### src/verilog/lsu_defines.svh
`ifndef LSU_DEFINES_SVH
`define LSU_DEFINES_SVH

// Datapath width, one word
`define LSU_XLEN 32

// SRAM window seen by the stage
`define LSU_MEM_BASE  32'h8000_0000
`define LSU_MEM_WORDS 1024

// Idle cycles between address accept and R/B valid
`define LSU_MEM_LAT 1

// AXI4 encodings
`define LSU_AXI_OKAY       2'b00
`define LSU_AXI_SLVERR     2'b10
`define LSU_AXI_BURST_INCR 2'b01

`endif

### src/verilog/lsu_pkg.sv
`include "lsu_defines.svh"

package lsu_pkg;

    typedef logic [`LSU_XLEN-1:0] word_t;

    typedef enum logic [1:0] {
        KIND_PASS  = 2'd0,
        KIND_LOAD  = 2'd1,
        KIND_STORE = 2'd2
    } lsu_kind_e;

    // Same encoding as AXI size
    typedef enum logic [1:0] {
        SIZE_BYTE = 2'd0,
        SIZE_HALF = 2'd1,
        SIZE_WORD = 2'd2
    } lsu_size_e;

    // Request from execute
    typedef struct packed {
        lsu_kind_e  kind;
        lsu_size_e  size;
        logic       sext;
        logic [4:0] rd;
        logic       gpr_we;
        word_t      pc;
        word_t      addr;   // ALU result for pass-through
        word_t      wdata;
    } lsu_req_t;

    // Writeback record
    typedef struct packed {
        word_t      pc;
        logic [4:0] rd;
        logic       gpr_we;
        logic       is_load;
        word_t      data;
        logic       fault;  // Non-OKAY response
    } lsu_rsp_t;

endpackage

### src/verilog/axi_if.sv
interface axi_if;
    import lsu_pkg::*;

    // Write address
    logic       awvalid;
    logic       awready;
    word_t      awaddr;
    logic [3:0] awid;
    logic [7:0] awlen;
    logic [2:0] awsize;
    logic [1:0] awburst;
    // Write data
    logic       wvalid;
    logic       wready;
    word_t      wdata;
    logic [3:0] wstrb;
    logic       wlast;
    // Write response
    logic       bvalid;
    logic       bready;
    logic [1:0] bresp;
    logic [3:0] bid;
    // Read address
    logic       arvalid;
    logic       arready;
    word_t      araddr;
    logic [3:0] arid;
    logic [7:0] arlen;
    logic [2:0] arsize;
    logic [1:0] arburst;
    // Read data
    logic       rvalid;
    logic       rready;
    word_t      rdata;
    logic [1:0] rresp;
    logic       rlast;
    logic [3:0] rid;

    modport master (
        output awvalid, awaddr, awid, awlen, awsize, awburst,
        output wvalid, wdata, wstrb, wlast, bready,
        output arvalid, araddr, arid, arlen, arsize, arburst, rready,
        input  awready, wready, bvalid, bresp, bid,
        input  arready, rvalid, rdata, rresp, rlast, rid
    );

    modport slave (
        input  awvalid, awaddr, awid, awlen, awsize, awburst,
        input  wvalid, wdata, wstrb, wlast, bready,
        input  arvalid, araddr, arid, arlen, arsize, arburst, rready,
        output awready, wready, bvalid, bresp, bid,
        output arready, rvalid, rdata, rresp, rlast, rid
    );

endinterface

### src/verilog/lsu_align.sv
module lsu_align (
    input  lsu_pkg::lsu_size_e size,
    input  logic               sext,
    input  logic [1:0]         addr_lo,
    input  lsu_pkg::word_t     store_data,
    output logic [3:0]         wstrb,
    output lsu_pkg::word_t     wdata_lane,
    input  lsu_pkg::word_t     rdata_raw,
    output lsu_pkg::word_t     load_data
);
    import lsu_pkg::*;

    logic [4:0] shamt;
    word_t      rshift;
    logic       sign_b;
    logic       sign_h;

    assign shamt = {addr_lo, 3'b000};   // Byte offset in bits

    // Store side
    assign wdata_lane = store_data << shamt;

    always_comb begin
        case (size)
            SIZE_BYTE: wstrb = 4'b0001 << addr_lo;
            SIZE_HALF: wstrb = 4'b0011 << addr_lo;
            default:   wstrb = 4'b1111;
        endcase
    end

    // Load side
    assign rshift = rdata_raw >> shamt;
    assign sign_b = sext & rshift[7];
    assign sign_h = sext & rshift[15];

    always_comb begin
        case (size)
            SIZE_BYTE: load_data = {{24{sign_b}}, rshift[7:0]};
            SIZE_HALF: load_data = {{16{sign_h}}, rshift[15:0]};
            default:   load_data = rshift;
        endcase
    end

endmodule

### src/verilog/lsu_core.sv
`include "lsu_defines.svh"

module lsu_core (
    input  logic              clk,
    input  logic              rst,
    input  logic              in_valid,
    output logic              in_ready,
    input  lsu_pkg::lsu_req_t in_req,
    output logic              out_valid,
    input  logic              out_ready,
    output lsu_pkg::lsu_rsp_t out_rsp,
    axi_if.master             axi
);
    import lsu_pkg::*;

    localparam logic [3:0] AXI_ID = 4'h0;

    typedef enum logic [1:0] {
        IDLE,
        ADDR,
        RESP,
        DONE
    } state_e;

    state_e     state;
    lsu_req_t   req_q;
    word_t      data_q;
    logic       fault_q;
    logic       aw_done;
    logic       w_done;
    logic       r_beat;
    logic       b_beat;
    logic [3:0] strb;
    word_t      wdata_lane;
    word_t      load_data;

    lsu_align u_align (
        .size       (req_q.size),
        .sext       (req_q.sext),
        .addr_lo    (req_q.addr[1:0]),
        .store_data (req_q.wdata),
        .wstrb      (strb),
        .wdata_lane (wdata_lane),
        .rdata_raw  (axi.rdata),
        .load_data  (load_data)
    );

    assign in_ready  = (state == IDLE);
    assign out_valid = (state == DONE);
    assign out_rsp   = '{
        pc:      req_q.pc,
        rd:      req_q.rd,
        gpr_we:  req_q.gpr_we,
        is_load: (req_q.kind == KIND_LOAD),
        data:    data_q,
        fault:   fault_q
    };

    // Single INCR beat, payload straight from the latched request
    assign axi.awaddr  = req_q.addr;
    assign axi.awid    = AXI_ID;
    assign axi.awlen   = 8'd0;
    assign axi.awsize  = {1'b0, req_q.size};
    assign axi.awburst = `LSU_AXI_BURST_INCR;
    assign axi.wdata   = wdata_lane;
    assign axi.wstrb   = strb;
    assign axi.wlast   = 1'b1;
    assign axi.araddr  = req_q.addr;
    assign axi.arid    = AXI_ID;
    assign axi.arlen   = 8'd0;
    assign axi.arsize  = {1'b0, req_q.size};
    assign axi.arburst = `LSU_AXI_BURST_INCR;

    // AW and W may finish in different cycles
    assign aw_done = !axi.awvalid || axi.awready;
    assign w_done  = !axi.wvalid || axi.wready;
    assign r_beat  = axi.rvalid && axi.rready && axi.rlast;
    assign b_beat  = axi.bvalid && axi.bready;

    always_ff @(posedge clk or posedge rst) begin
        if (rst) begin
            state       <= IDLE;
            axi.awvalid <= 1'b0;
            axi.wvalid  <= 1'b0;
            axi.bready  <= 1'b0;
            axi.arvalid <= 1'b0;
            axi.rready  <= 1'b0;
        end else begin
            case (state)
                IDLE: begin
                    if (in_valid) begin
                        case (in_req.kind)
                            KIND_LOAD: begin
                                axi.arvalid <= 1'b1;
                                state       <= ADDR;
                            end
                            KIND_STORE: begin
                                axi.awvalid <= 1'b1;
                                axi.wvalid  <= 1'b1;
                                state       <= ADDR;
                            end
                            default: state <= DONE;   // Pass-through
                        endcase
                    end
                end
                ADDR: begin
                    if (req_q.kind == KIND_LOAD) begin
                        if (axi.arready) begin
                            axi.arvalid <= 1'b0;
                            axi.rready  <= 1'b1;
                            state       <= RESP;
                        end
                    end else begin
                        if (axi.awready) axi.awvalid <= 1'b0;
                        if (axi.wready) axi.wvalid <= 1'b0;
                        if (aw_done && w_done) begin
                            axi.bready <= 1'b1;
                            state      <= RESP;
                        end
                    end
                end
                RESP: begin
                    if (r_beat) begin
                        axi.rready <= 1'b0;
                        state      <= DONE;
                    end
                    if (b_beat) begin
                        axi.bready <= 1'b0;
                        state      <= DONE;
                    end
                end
                DONE: begin
                    if (out_ready) state <= IDLE;   // Record taken
                end
                default: state <= IDLE;
            endcase
        end
    end

    always_ff @(posedge clk) begin
        if (in_valid && in_ready) begin
            req_q   <= in_req;
            data_q  <= (in_req.kind == KIND_PASS) ? in_req.addr : '0;
            fault_q <= 1'b0;
        end else begin
            if (r_beat) begin
                data_q  <= load_data;
                fault_q <= (axi.rresp != `LSU_AXI_OKAY) || (axi.rid != AXI_ID);
            end
            if (b_beat) begin
                fault_q <= (axi.bresp != `LSU_AXI_OKAY) || (axi.bid != AXI_ID);
            end
        end
    end

endmodule

### src/flat_wrapper.sv
// flat-port wrapper written by rule: the top's interface ports become plain ports
module lsu_core_flat import lsu_pkg::*;
  (clk, rst, in_valid, in_ready, in_req, out_valid, out_ready, out_rsp, axi_awvalid, axi_awaddr, axi_awid, axi_awlen, axi_awsize, axi_awburst, axi_wvalid, axi_wdata, axi_wstrb, axi_wlast, axi_bready, axi_arvalid, axi_araddr, axi_arid, axi_arlen, axi_arsize, axi_arburst, axi_rready, axi_awready, axi_wready, axi_bvalid, axi_bresp, axi_bid, axi_arready, axi_rvalid, axi_rdata, axi_rresp, axi_rlast, axi_rid);
  axi_if axi_i ();
  input  logic clk;
  input  logic rst;
  input  logic in_valid;
  output logic in_ready;
  input  lsu_pkg::lsu_req_t in_req;
  output logic out_valid;
  input  logic out_ready;
  output lsu_pkg::lsu_rsp_t out_rsp;
  output wire logic [$bits(axi_i.awvalid)-1:0] axi_awvalid;
  output wire logic [$bits(axi_i.awaddr)-1:0] axi_awaddr;
  output wire logic [$bits(axi_i.awid)-1:0] axi_awid;
  output wire logic [$bits(axi_i.awlen)-1:0] axi_awlen;
  output wire logic [$bits(axi_i.awsize)-1:0] axi_awsize;
  output wire logic [$bits(axi_i.awburst)-1:0] axi_awburst;
  output wire logic [$bits(axi_i.wvalid)-1:0] axi_wvalid;
  output wire logic [$bits(axi_i.wdata)-1:0] axi_wdata;
  output wire logic [$bits(axi_i.wstrb)-1:0] axi_wstrb;
  output wire logic [$bits(axi_i.wlast)-1:0] axi_wlast;
  output wire logic [$bits(axi_i.bready)-1:0] axi_bready;
  output wire logic [$bits(axi_i.arvalid)-1:0] axi_arvalid;
  output wire logic [$bits(axi_i.araddr)-1:0] axi_araddr;
  output wire logic [$bits(axi_i.arid)-1:0] axi_arid;
  output wire logic [$bits(axi_i.arlen)-1:0] axi_arlen;
  output wire logic [$bits(axi_i.arsize)-1:0] axi_arsize;
  output wire logic [$bits(axi_i.arburst)-1:0] axi_arburst;
  output wire logic [$bits(axi_i.rready)-1:0] axi_rready;
  input wire logic [$bits(axi_i.awready)-1:0] axi_awready;
  input wire logic [$bits(axi_i.wready)-1:0] axi_wready;
  input wire logic [$bits(axi_i.bvalid)-1:0] axi_bvalid;
  input wire logic [$bits(axi_i.bresp)-1:0] axi_bresp;
  input wire logic [$bits(axi_i.bid)-1:0] axi_bid;
  input wire logic [$bits(axi_i.arready)-1:0] axi_arready;
  input wire logic [$bits(axi_i.rvalid)-1:0] axi_rvalid;
  input wire logic [$bits(axi_i.rdata)-1:0] axi_rdata;
  input wire logic [$bits(axi_i.rresp)-1:0] axi_rresp;
  input wire logic [$bits(axi_i.rlast)-1:0] axi_rlast;
  input wire logic [$bits(axi_i.rid)-1:0] axi_rid;
  assign axi_awvalid = axi_i.awvalid;
  assign axi_awaddr = axi_i.awaddr;
  assign axi_awid = axi_i.awid;
  assign axi_awlen = axi_i.awlen;
  assign axi_awsize = axi_i.awsize;
  assign axi_awburst = axi_i.awburst;
  assign axi_wvalid = axi_i.wvalid;
  assign axi_wdata = axi_i.wdata;
  assign axi_wstrb = axi_i.wstrb;
  assign axi_wlast = axi_i.wlast;
  assign axi_bready = axi_i.bready;
  assign axi_arvalid = axi_i.arvalid;
  assign axi_araddr = axi_i.araddr;
  assign axi_arid = axi_i.arid;
  assign axi_arlen = axi_i.arlen;
  assign axi_arsize = axi_i.arsize;
  assign axi_arburst = axi_i.arburst;
  assign axi_rready = axi_i.rready;
  assign axi_i.awready = axi_awready;
  assign axi_i.wready = axi_wready;
  assign axi_i.bvalid = axi_bvalid;
  assign axi_i.bresp = axi_bresp;
  assign axi_i.bid = axi_bid;
  assign axi_i.arready = axi_arready;
  assign axi_i.rvalid = axi_rvalid;
  assign axi_i.rdata = axi_rdata;
  assign axi_i.rresp = axi_rresp;
  assign axi_i.rlast = axi_rlast;
  assign axi_i.rid = axi_rid;
  lsu_core u_core (.clk(clk), .rst(rst), .in_valid(in_valid), .in_ready(in_ready), .in_req(in_req), .out_valid(out_valid), .out_ready(out_ready), .out_rsp(out_rsp), .axi(axi_i));
endmodule
### config.mk
export PLATFORM = sky130hd
export DESIGN_NAME = lsu_core_flat
export DESIGN_NICKNAME = d
export VERILOG_FILES = /design/src/verilog/lsu_pkg.sv /design/src/verilog/axi_if.sv /design/src/verilog/lsu_align.sv /design/src/verilog/lsu_core.sv /design/src/flat_wrapper.sv
export VERILOG_INCLUDE_DIRS = /design/src /design/src/verilog
export SDC_FILE = /design/constraint.sdc
export NUM_CORES = 1
export LEC_CHECK = 0
export BUFFER_PORTS_ARGS = -buffer_cell sky130_fd_sc_hd__buf_2
export CAP_MARGIN = 15
export CORE_AREA = 2 2 147 149
export CTS_BUF_LIST = sky130_fd_sc_hd__clkbuf_4 sky130_fd_sc_hd__clkbuf_8
export DETAILED_ROUTE_END_ITERATION = 8
export DIE_AREA = 0 0 149 151
export PLACE_DENSITY = 0.71
export SLEW_MARGIN = 10
export SYNTH_ARGS = -nofsm -noshare
export SYNTH_HDL_FRONTEND = slang
export SYNTH_HIERARCHICAL = 1
export SYNTH_SLANG_ARGS = --single-unit
### constraint.sdc
create_clock -name clk -period 3.5 [get_ports clk]
set_input_delay 0.525 -clock clk [delete_from_list [all_inputs] [get_ports clk]]
set_output_delay 0.525 -clock clk [all_outputs]
set_load 0.01 [all_outputs]
==> summary.md, run 1 <==
| Metric | Value |
|---|---|
| Antenna-violating nets left | `0` |
| Number of enable-type register cells in the synthesized netlist | `139` |
| Number of vias after detailed routing | `5391` |
| Stage delay of the slowest cell on the critical path | `~0.89 ns` |
| Utilization of the core after routing | `0.443` |
| Number of buffers created by CTS | `17` |
| End point of the critical path | `axi_wdata[17]` |
| Run status | `finished, final reports clean` |
| Total of warnings raised by yosys | `6` |
| Adder-cell share of the synthesized area | `0.0130` |
| Async set-reset flop share out of synthesis | `0.0476` |
| Insertion delay to the later sink of the worst-skew pair | `~0.44 ns` |
| Die outline area | `roughly 22000 sq um` |
| Die extent in x | `149 microns` |
| Dominant synthesized flop cell | `sky130_fd_sc_hd__edfxtp_1` |
| Min-Delay Path Class | `in2reg` |
| Via-to-Cell Ratio | `roughly 4.6` |
| Initial standard-cell utilization of the core | `0.371` |
| Data arrival time at the worst-slack endpoint | `between 2 and 2.5 ns` |
| RSZ-0062 raised after global routing | `no` |
| Post-Place Worst Slack | `0.932 ns` |
| Reported leakage power | `between 4 and 5 nW` |
| Placer congestion estimate | `~0.84` |
| WL/cell | `16.9 microns` |
| Critical-path top delay cell | `sky130_fd_sc_hd__nor2b_2` |
| Tightest hold margin | `0.243 ns` |
| Drt first-iter violations | `between 200 and 300` |
| CTS tree | `yes` |
| Drt drc | `0` |
| Top cells by count, synth | `sky130_fd_sc_hd__buf_4, sky130_fd_sc_hd__edfxtp_1, sky130_fd_sc_hd__nand2_1, sky130_fd_sc_hd__mux2i_1, sky130_fd_sc_hd__nand3_1` |
| Post-Syn Area | `7720 sq um` |
| Cell row count | `53` |
| Cell taking the most area after synthesis | `sky130_fd_sc_hd__edfxtp_1` |
| Depth of the worst register-to-register path | `8` |
| Fraction of final layout cells sized beyond drive strength 1 | `0.473` |
| Post-layout minimum cycle time | `~3 ns` |
| Required time of the critical path | `2.97 ns` |
| Crit. Startpoint | `u_core/axi.araddr[1]$_DFFE_PP_` |
| Reg-to-Reg End | `u_core/data_q[4]$_DFFE_PP_` |
| Biggest area contributors in the synthesized netlist | `sky130_fd_sc_hd__edfxtp_1, sky130_fd_sc_hd__buf_4, sky130_fd_sc_hd__nand2_1` |
| Largest fanout on the critical path | `23` |
| Final total negative setup slack | `0 ns` |
| Critical path start-end classification | `reg2out` |
| Final clock skew | `0.0114 ns` |
| Maximum resistive drop on vdd | `around 230 uV` |
| Syn avg cell area | `11.7 sq um` |
| Maximum achievable frequency | `332 MHz` |
| Share of synthesized area occupied by flip-flops and latches | `0.566` |
| Synth Area in Simple Gates | `0.117` |
| Synthesized instance count | `660` |
| Net count reported at finish | `between 1000 and 1500` |
| Number of hold violations in the final report | `0` |
| Combinational family with the most area after synthesis | `buffers and inverters` |
| #FFs+latches synth | `about 150` |
| Cell with the most instances after synthesis | `sky130_fd_sc_hd__buf_4` |
| Clock root buffer | `sky130_fd_sc_hd__clkbuf_8` |
| Pwr dens | `between 600 and 700 nW/um^2` |
| Setup Viol. Count Final | `0` |
| Initial antenna violation count | `2` |
| Reg2Reg Setup Slack | `1.03 ns` |
| Slew @ Worst Pin | `approximately 0.96 ns` |
| Vias in the first global route | `5055` |
| Mux cell area share after synthesis | `0.0597` |
| Buffers from clock root to sink, at most | `2` |
| Sort of element at the end of the critical path | `output port` |
| Final critical-path share of the clock period | `0.860` |
| Post_cts resized | `0` |
| Placeable core region | `~21000 sq um` |
| Hold_buf cts | `1` |
| Global router's overall resource usage | `0.173` |
| Total setup buffers inserted after CTS | `0` |
| Port Buffer Count | `between 300 and 400` |
| Global-route wire length before repair | `roughly 29 mm` |
| Number of levels in the clock H-tree | `4` |
| Slack of the critical path | `0.491 ns` |
| Largest net degree at the start of global routing | `between 70 and 80` |
| First-pass iteration count of the detailed router | `4` |
| Share of Yosys cell area claimed by the top area cell type | `0.541` |
| Area fraction in compound gates after synthesis | `0.0825` |
| Worst-path cell chain | `nor2b_2, nand2_1, o21ai_0, buf_2` |
| Total I/O pin count | `between 300 and 400` |
| Reg-to-Reg Start | `u_core/state[0]$_DFFE_PP0P_` |
| Clock net sink count | `147` |
| Height of the chip | `between 150 and 200 microns` |
| Clock Pin Slew Worst Setup and Hold Paths | `0.10 ns` |
| Maxcap violations | `0` |
| Detailed-placement wirelength estimate | `approximately 15 mm` |
| Total Wirelength | `19.9 mm` |
| Distinct cell type count after synthesis | `48` |
| Startpoint types | `register` |
| Synthesis-to-layout area growth | `19.5%` |
| Grt ovf | `0` |
| Rel. slew slack | `0.359` |
| Xor-xnor portion of the synthesized cell area | `0` |
| Number of pins exceeding their max-slew limit in the final report | `0` |
metal layers:
metal	vias up	routed length, microns	track usage
met4	4	261	0.0505
met5	-	26	0
met3	18	1460	0.0467
met2	241	9870	0.290
met1	2515	8300	0.222
li1	2613	-	-
state kept, by name, indices dropped and copies added (netlist names):
register	flops
u_core/data_q	32
u_core/out_rsp	38
u_core/fault_q	1
u_core/axi.wvalid	1
u_core/axi.arsize	2
u_core/axi.awvalid	1
u_core/req_q	35
u_core/axi.arvalid	1
u_core/axi.rready	1
u_core/state	2
u_core/axi.bready	1
u_core/axi.araddr	32
final cells by class:
cell class	instances	area, sq um
clock inverters	15	206
diodes	1	2.50
repair buffers	352	1800
clock buffers	17	234
well taps	275	344
multi-input cells	362	2220
fillers	1969	11600
flip-flops and latches	147	4370
inverters	11	46.3
where the power goes:
group          internal [mW]  switching (mW)  leakage, nW
registers               2.41           0.159         1.38
clock network          0.742           0.758        0.222
logic                  0.680            1.15         2.55
total                   3.83            2.06         4.16
worst max-delay path: cells and delay by family, from the launching register on:
kind | cells | cell delay, ns
AND/OR/NAND/NOR | 2 | 0.99
flip-flops | 1 | 0.75
buffers and inverters | 1 | 0.17
AO/OA/AOI/OAI | 1 | 0.12
cell usage in the layout (no fill, tap or decap), types with 2 or more instances in the layout:
cell                        instances
sky130_fd_sc_hd__buf_2            343
sky130_fd_sc_hd__edfxtp_1         139
sky130_fd_sc_hd__nand2_1          101
sky130_fd_sc_hd__nand3_1           34
sky130_fd_sc_hd__mux2i_1           34
sky130_fd_sc_hd__conb_1            31
sky130_fd_sc_hd__a21oi_1           29
sky130_fd_sc_hd__o21ai_0           18
sky130_fd_sc_hd__clkbuf_8          17
sky130_fd_sc_hd__nor2_1            16
sky130_fd_sc_hd__nor2b_1           12
sky130_fd_sc_hd__inv_1             10
sky130_fd_sc_hd__o211ai_2          10
sky130_fd_sc_hd__a211oi_1           9
sky130_fd_sc_hd__and2_1             9
sky130_fd_sc_hd__or2_2              9
sky130_fd_sc_hd__ha_1               8
sky130_fd_sc_hd__mux2_2             8
sky130_fd_sc_hd__buf_4              7
sky130_fd_sc_hd__dfrtp_1            7
sky130_fd_sc_hd__inv_6              6
sky130_fd_sc_hd__o211ai_1           6
sky130_fd_sc_hd__inv_8              5
sky130_fd_sc_hd__bufinv_16          3
sky130_fd_sc_hd__o2bb2ai_1          3
sky130_fd_sc_hd__nor2b_2            2
sky130_fd_sc_hd__nand2_2            2
sky130_fd_sc_hd__mux2_4             2
sky130_fd_sc_hd__nand3b_1           2
kinds of logic (layout without fill, tap and decap cells):
logic type      count (synthesis)  in the layout
flops                         147            147
buf+inv                       180            395
mux                            44             44
other cells                     2             32
fa+ha+maj                       8              8
compound gates                 85             85
simple gates                  194            194
worst min-delay path by stage:
| stage | from | endpoint | cells after the start |
|---|---|---|---|
| after global placement | rst | u_core/axi.bready$_DFFE_PP0P_ | 2 |
| after global routing | in_req[99] | u_core/out_rsp[37]$_DFFE_PP_ | 1 |
| after CTS | in_req[89] | u_core/out_rsp[65]$_DFFE_PP_ | 1 |
| after floorplan | rst | u_core/axi.arvalid$_DFFE_PP0P_ | 1 |
| final | in_req[1] | u_core/req_q[1]$_DFFE_PP_ | 1 |
| after detailed placement | rst | u_core/axi.bready$_DFFE_PP0P_ | 2 |
stage by stage:
stage                     cell area (sq um)  cells  power (mW)
after detailed placement               8770   1146        4.46
final                                  9230   1180        5.89
after floorplan                        7830    689        3.95
after CTS                              9220   1179        5.97
after global routing                   9220   1179        6.24
after global placement                 8770   1146        4.42
Note: power is estimated with default switching activity, not from simulation.
==> run 2: changes to the inputs <==
==> constraint.sdc (replaced) <==
create_clock -name clk -period 3.5 [get_ports clk]
set_input_delay 0.875 -clock clk [delete_from_list [all_inputs] [get_ports clk]]
set_output_delay 0.875 -clock clk [all_outputs]
set_load 0.01 [all_outputs]
==> run 2 against run 1 <==
  * Flip-flop and latch count stayed put
  * Core utilization down 0.16 points
  * Highest routed layer is now met4
  * Clock skew hardly changed
  * Critical endpoint unchanged
  * Maximum frequency increased by 4.2%
  * Global-route usage decreased by 0.11 points
  * Via count is 1.8% higher
  * Register-to-register slack better by 0.05 ns
  * Design area is 0.37% lower
  * Critical path depth rose by 1
  * First-iteration DRC count up 1.8%
  * Non-clock buffer count unchanged
  * Sequential share of layout area up 0.17 points
==> summary.md, run 2 (synthesis gave the netlist of run 1 again) <==
| Metric | Value |
|---|---|
| Run status | `finished, final reports clean` |
| Cell row count | `53 (unchanged)` |
| Drt first-iter violations | `279 (+1.8%)` |
| Hold_buf cts | `0 (-1)` |
| Number of pins exceeding their max-slew limit in the final report | `0 (unchanged)` |
| Number of buffers created by CTS | `17 (unchanged)` |
| Global-route wire length before repair | `29.1 mm (-0.24%)` |
| Maximum resistive drop on vdd | `290 uV (+28%)` |
| Number of buffers and inverters on the critical path | `2 (+1)` |
| Synthesis-to-layout area growth | `19.1%` |
| Vias in the first global route | `5254 (+3.9%)` |
| Drt drc | `0 (unchanged)` |
| Pwr dens | `628 nW/um^2 (-1.7%)` |
| Rel. slew slack | `0.414 (+0.0553)` |
| Die outline area | `22500 sq um (unchanged)` |
| Slack of the critical path | `0.611 ns (+0.120 ns)` |
| Count of cell instances traversed by the critical path | `5 (+1)` |
| Reported leakage power | `4.14 nW (-0.35%)` |
| Critical path start-end classification | `reg2out` |
| Slew @ Worst Pin | `0.876 ns (-0.0813 ns)` |
| Global router's overall resource usage | `0.172 (-0.00107)` |
| Number of hold violations in the final report | `0 (unchanged)` |
| Utilization of the core after routing | `0.441 (-0.00162)` |
| Critical-path top delay cell | `sky130_fd_sc_hd__nor2b_2` |
| Post-layout minimum cycle time | `2.89 ns (-0.120 ns)` |
| Final cell count without fillers | `1180 (unchanged)` |
| Maximum achievable frequency | `346 MHz (+4.2%)` |
| Count of filler cells inserted in the layout | `1942 (-1.4%)` |
| Sort of element at the end of the critical path | `output port` |
| Setup Viol. Count Final | `0 (unchanged)` |
| WL/cell | `17.0 microns (+1.0%)` |
| Largest net degree at the start of global routing | `53 (-26%)` |
| Fraction of final layout cells sized beyond drive strength 1 | `0.475 (+0.00111)` |
| First-pass iteration count of the detailed router | `5 (+1)` |
| Min-Delay Path Class | `in2async` |
| Net count reported at finish | `1060 (unchanged)` |
| Antenna-violating nets left | `0 (unchanged)` |
| Initial antenna violation count | `0 (-2)` |
| Worst-path cell chain | `buf_4, nor2b_2, nand2_1, o21ai_0, buf_2` |
| Fin area | `9190 sq um (-0.37%)` |
| Post-Place Worst Slack | `1.01 ns (+0.0834 ns)` |
| Number of vias after detailed routing | `5489 (+1.8%)` |
| Most common library cell in the layout ignoring fill and taps | `sky130_fd_sc_hd__buf_2` |
| Placement-stage cell area | `8790 sq um (+0.23%)` |
| Placed instance count | `1147 (+0.087%)` |
| Tightest hold margin | `0.344 ns (+0.101 ns)` |
| Depth of the worst register-to-register path | `6 (-2)` |
| Final clock skew | `0.0118 ns (+0.000368 ns)` |
| Maxcap violations | `0 (unchanged)` |
| Reg-to-Reg End | `u_core/data_q[17]$_DFFE_PP_` |
| Port Buffer Count | `343 (unchanged)` |
| Clock root buffer | `sky130_fd_sc_hd__clkbuf_8` |
| Cell class contributing the biggest share of worst-path delay | `simple AND/OR/NAND/NOR gates` |
| Placeable core region | `20800 sq um (unchanged)` |
| Total I/O pin count | `375 (unchanged)` |
| Height of the chip | `151 microns (unchanged)` |
| Reg-to-Reg Start | `u_core/axi.araddr[0]$_DFFE_PP_` |
| Stage delay of the slowest cell on the critical path | `0.48 ns (-0.41 ns)` |
| End point of the critical path | `axi_wdata[17]` |
| Grt ovf | `0 (unchanged)` |
| Initial standard-cell utilization of the core | `0.371 (unchanged)` |
| Leading cell types in the layout, fill and taps excluded | `sky130_fd_sc_hd__buf_2, sky130_fd_sc_hd__edfxtp_1, sky130_fd_sc_hd__nand2_1, sky130_fd_sc_hd__nand3_1, sky130_fd_sc_hd__mux2i_1` |
| Post_cts resized | `0 (unchanged)` |
| Crit. Startpoint | `u_core/axi.araddr[1]$_DFFE_PP_` |
| RSZ-0062 raised after global routing | `no` |
| Data arrival time at the worst-slack endpoint | `2.01 ns (-0.47 ns)` |
| Largest register FFs | `38 (unchanged)` |
| Clock Pin Slew Worst Setup and Hold Paths | `0.09 ns (about the same)` |
| Total Power Consumption | `5.77 mW (-2.1%)` |
| Total setup buffers inserted after CTS | `0 (unchanged)` |
| Required time of the critical path | `2.62 ns (-0.35 ns)` |
| Clock net sink count | `147 (unchanged)` |
| CTS tree | `yes` |
| Largest fanout on the critical path | `35 (+52%)` |
| Final critical-path share of the clock period | `0.825 (-0.0344)` |
| Number of levels in the clock H-tree | `4 (unchanged)` |
| Reg2Reg Setup Slack | `1.08 ns (+0.05 ns)` |
| Total Wirelength | `20.1 mm (+1.0%)` |
| Detailed-placement wirelength estimate | `15.0 mm (+0.95%)` |
| Insertion delay to the later sink of the worst-skew pair | `0.44 ns (about the same)` |
| Final total negative setup slack | `0 ns (unchanged)` |
| Startpoint types | `register` |
| Via-to-Cell Ratio | `4.65 (+1.8%)` |
| Die extent in x | `149 microns (unchanged)` |
| Placer congestion estimate | `0.817 (-2.8%)` |
| Buffers from clock root to sink, at most | `2 (unchanged)` |
[run 2: cell types whose count changed in the layout (fill, tap and decap cells not counted), sizes merged]
cell,before,now
dlygate4sd3,1,0
bufinv,3,1
clkinv,1,3
buf,351,352
[run 2: area by class of cell]
class / instances / area [sq um] / share of cell area
inverter: 11 / 46.3 / 0.00504
clock buffer: 17 / 234 / 0.0255
clock inverter: 15 / 163 / 0.0177
multi-input combinational: 362 / 2220 / 0.242
tap: 275 / 344 / 0.0374
sequential: 147 / 4370 / 0.475
antenna: 1 / 2.50 / 0.000272
timing repair buffer: 352 / 1810 / 0.197
[run 2: per-layer routing]
layer  vias to the layer above  GRT usage  share of wire
li1                       2607          -              -
met1                      2596      0.208           0.40
met2                       267      0.297           0.51
met3                        19     0.0443          0.077
met4                         0     0.0648          0.018
met5                         -          0              0
[run 2: how the worst min path moves through the flow]
stage	from	end	slack, ns	depth (start not counted)
5_1_grt	rst	u_core/axi.arvalid$_DFFE_PP0P_	0.34	2
4_1_cts	rst	u_core/axi.arvalid$_DFFE_PP0P_	0.31	2
2_1_floorplan	u_core/fault_q$_SDFFE_PP0P_	u_core/fault_q$_SDFFE_PP0P_	0.51	2
3_5_place_dp	u_core/axi.arvalid$_DFFE_PP0P_	u_core/axi.arvalid$_DFFE_PP0P_	0.52	1
6_report	rst	u_core/axi.bready$_DFFE_PP0P_	0.34	2
3_3_place_gp	u_core/axi.arvalid$_DFFE_PP0P_	u_core/axi.arvalid$_DFFE_PP0P_	0.50	1
[run 2: report_power, final]
part	total (mW)	switching, mW	internal (mW)
clock network	1.36	0.756	0.601
registers	2.57	0.157	2.41
logic	1.85	1.16	0.689
total	5.77	2.07	3.70
==> run 3: changes to the inputs <==
CORE_AREA = 2 2 146 148   (was 2 2 147 149)
DIE_AREA = 0 0 148 150   (was 0 0 149 151)
PLACE_DENSITY = 0.75   (was 0.71)
clock period = 2.5 ns   (was 3.5 ns; I/O delays follow)
==> run 3 against run 2 <==
  * Via count fell by 0.98%
  * Non-clock buffer count rose by 16
  * Sequential share of layout area fell by 0.91 points
  * Hold slack got worse by 0.24 ns
  * First-iteration DRC count rose by 6.8%
  * Setup slack got worse by 0.49 ns
==> summary.md, run 3 (synthesis gave the netlist of run 1 again) <==
| Metric | Value |
|---|---|
| Run status | `finished, final reports clean` |
| Startpoint types | `register` |
| Antenna-violating nets left | `0 (unchanged)` |
| Reg2Reg Setup Slack | `0.39 ns (-0.69 ns)` |
| Number of buffers created by CTS | `17 (unchanged)` |
| Die outline area | `22200 sq um (-1.3%)` |
| Buffers from clock root to sink, at most | `2 (unchanged)` |
| Largest fanout on the critical path | `9 (-74%)` |
| Pwr dens | `871 nW/um^2 (+39%)` |
| Required time of the critical path | `1.88 ns (-0.74 ns)` |
| Number of levels in the clock H-tree | `4 (unchanged)` |
| Via-to-Cell Ratio | `4.55 (-2.2%)` |
| Maxcap violations | `0 (unchanged)` |
| Placer congestion estimate | `0.790 (-3.2%)` |
| Net count reported at finish | `1076 (+1.5%)` |
| Count of filler cells inserted in the layout | `1957 (+0.77%)` |
| Global-route wire length before repair | `28.7 mm (-1.2%)` |
| Detailed route wirelength on metal2 | `9.86 mm (-3.0%)` |
| Reported leakage power | `4.24 nW (+2.3%)` |
| CTS tree | `yes` |
| Initial standard-cell utilization of the core | `0.373 (+0.00238)` |
| Placed instance count | `1157 (+0.87%)` |
| Drt first-iter violations | `298 (+6.8%)` |
| Port Buffer Count | `343 (unchanged)` |
| Placeable core region | `20700 sq um (-0.64%)` |
| Hold_buf cts | `0 (unchanged)` |
| Clock Pin Slew Worst Setup and Hold Paths | `0.09 ns (about the same)` |
| Clock root buffer | `sky130_fd_sc_hd__clkbuf_8` |
| Total Wirelength | `19.7 mm (-2.3%)` |
| Stage delay of the slowest cell on the critical path | `0.39 ns (-0.09 ns)` |
| Rel. slew slack | `0.584 (+0.170)` |
| Final clock skew | `0.0107 ns (-0.00107 ns)` |
| Min-Delay Path Class | `in2async` |
| Most common library cell in the layout ignoring fill and taps | `sky130_fd_sc_hd__buf_2` |
| Data arrival time at the worst-slack endpoint | `1.75 ns (-0.26 ns)` |
| Largest net degree at the start of global routing | `43 (-19%)` |
| Number of pins exceeding their max-slew limit in the final report | `0 (unchanged)` |
| WL/cell | `16.4 microns (-3.5%)` |
| Worst-path cell chain | `buf_4, buf_6, nor2b_2, buf_6, nand2_1, o21ai_0, buf_2` |
| Clock net sink count | `147 (unchanged)` |
| Leading cell types in the layout, fill and taps excluded | `sky130_fd_sc_hd__buf_2, sky130_fd_sc_hd__edfxtp_1, sky130_fd_sc_hd__nand2_1, sky130_fd_sc_hd__nand3_1, sky130_fd_sc_hd__mux2i_1` |
| Final total negative setup slack | `0 ns (unchanged)` |
| Synthesis-to-layout area growth | `21.4%` |
| Fraction of final layout cells sized beyond drive strength 1 | `0.485 (+0.0102)` |
| Most common cell on crit path | `sky130_fd_sc_hd__buf_6` |
| Drt drc | `0 (unchanged)` |
| Die extent in x | `148 microns (-0.67%)` |
| Total I/O pin count | `375 (unchanged)` |
| Global router's overall resource usage | `0.170 (-0.00204)` |
| Maximum resistive drop on vdd | `372 uV (+28%)` |
| Cell class contributing the biggest share of worst-path delay | `buffers and inverters` |
| Initial antenna violation count | `1 (+1)` |
| Number of vias after detailed routing | `5435 (-0.98%)` |
| Slew @ Worst Pin | `0.622 ns (-0.253 ns)` |
| Final cell count without fillers | `1195 (+1.3%)` |
| Post-layout minimum cycle time | `2.38 ns` |
| Sort of element at the end of the critical path | `output port` |
| Maximum achievable frequency | `between 400 and 500 MHz` |
| Setup Viol. Count Final | `0 (unchanged)` |
| Met3 routed WL | `1.41 mm (-8.8%)` |
| Insertion delay to the later sink of the worst-skew pair | `0.45 ns (about the same)` |
| RSZ-0062 raised after global routing | `no` |
| Placement-stage cell area | `8890 sq um (+1.1%)` |
| Inserted Diodes | `0 (-1)` |
| Largest register FFs | `38 (unchanged)` |
| Number of buffers and inverters on the critical path | `4 (+2)` |
| Critical path start-end classification | `reg2out` |
| Height of the chip | `150 microns (-0.66%)` |
| First-pass iteration count of the detailed router | `5 (unchanged)` |
| Vias in the first global route | `5325 (+1.4%)` |
| Metal-1 WL | `8.02 mm (-0.42%)` |
| Grt ovf | `0 (unchanged)` |
| Number of hold violations in the final report | `0 (unchanged)` |
| Cell row count | `53 (unchanged)` |
| Highest metal layer with signal wires | `met5` |
| Final critical-path share of the clock period | `0.952` |
| Detailed-placement wirelength estimate | `15.1 mm (+0.45%)` |
| Fin area | `9370 sq um (+1.9%)` |
| Critical-path top delay cell | `sky130_fd_sc_hd__edfxtp_1` |
==> run 3: where the power goes <==
group	internal [mW]	switching [mW]	total [mW]
combinational	1.05	1.64	2.68
sequential	3.37	0.212	3.58
clock	0.840	1.06	1.90
==> run 3: path summary, 6_finish.rpt <==
check                                                from                            end  cells after the start
max in group asynchronous                             rst  u_core/axi.wvalid$_DFFE_PP0P_                      2
hold / removal                                        rst  u_core/axi.bready$_DFFE_PP0P_                      2
min in group clk                               in_req[97]   u_core/out_rsp[35]$_DFFE_PP_                      1
hold reg to reg             u_core/axi.rready$_DFFE_PP0P_  u_core/axi.rready$_DFFE_PP0P_                      1
setup / recovery           u_core/axi.araddr[0]$_DFFE_PP_                  axi_wdata[17]                      7
setup reg to reg           u_core/axi.araddr[0]$_DFFE_PP_    u_core/data_q[31]$_DFFE_PP_                      8
==> run 3: per-stage QoR <==
step                hold WS, ns  total power [mW]  setup slack (ns)  utilization
floorplan                 0.428              5.52             0.223            -
global placement          0.495              6.26             0.183        0.430
CTS                      0.0665              8.24            0.0159        0.451
global route             0.0945              8.63            0.0137        0.453
finish                    0.102              8.16             0.121        0.453
detailed placement        0.528              6.31             0.160        0.430
==> run 3: worst register-to-register path, cell delays in order (launching register included) <==
cell and delay, ns:
sky130_fd_sc_hd__edfxtp_1 0.39, sky130_fd_sc_hd__buf_4 0.15, sky130_fd_sc_hd__buf_4 0.15, sky130_fd_sc_hd__mux2_4 0.34, sky130_fd_sc_hd__a32oi_4 0.36, sky130_fd_sc_hd__buf_4 0.26
sky130_fd_sc_hd__o211ai_1 0.12, sky130_fd_sc_hd__nand2_1 0.07, sky130_fd_sc_hd__nand2_1 0.04
==> run 3: metal layers <==
layer	up-vias	global-route usage
li1	2638	-
met1	2520	0.206
met2	251	0.294
met3	24	0.0457
met4	2	0.0581
met5	-	0
==> run 3: what timing repair did <==
action / 4_1_cts / 5_1_grt
buffers inserted: 3 / 2
gates resized for setup: 4 / 3
endpoints found under the hold margin: 0 / 0
endpoints found under the setup margin: 28 / 10
gates cloned: 0 / 1
==> run 3: cell type report <==
| type | count | area, sq um | area share |
|---|---|---|---|
| flip-flops and latches | 147 | 4370 | 0.466 |
| multi-input cells | 362 | 2230 | 0.238 |
| clock inverters | 15 | 163 | 0.0174 |
| repair buffers | 368 | 1980 | 0.212 |
| inverters | 11 | 46.3 | 0.00494 |
| clock buffers | 17 | 234 | 0.0250 |
| well taps | 275 | 344 | 0.0367 |
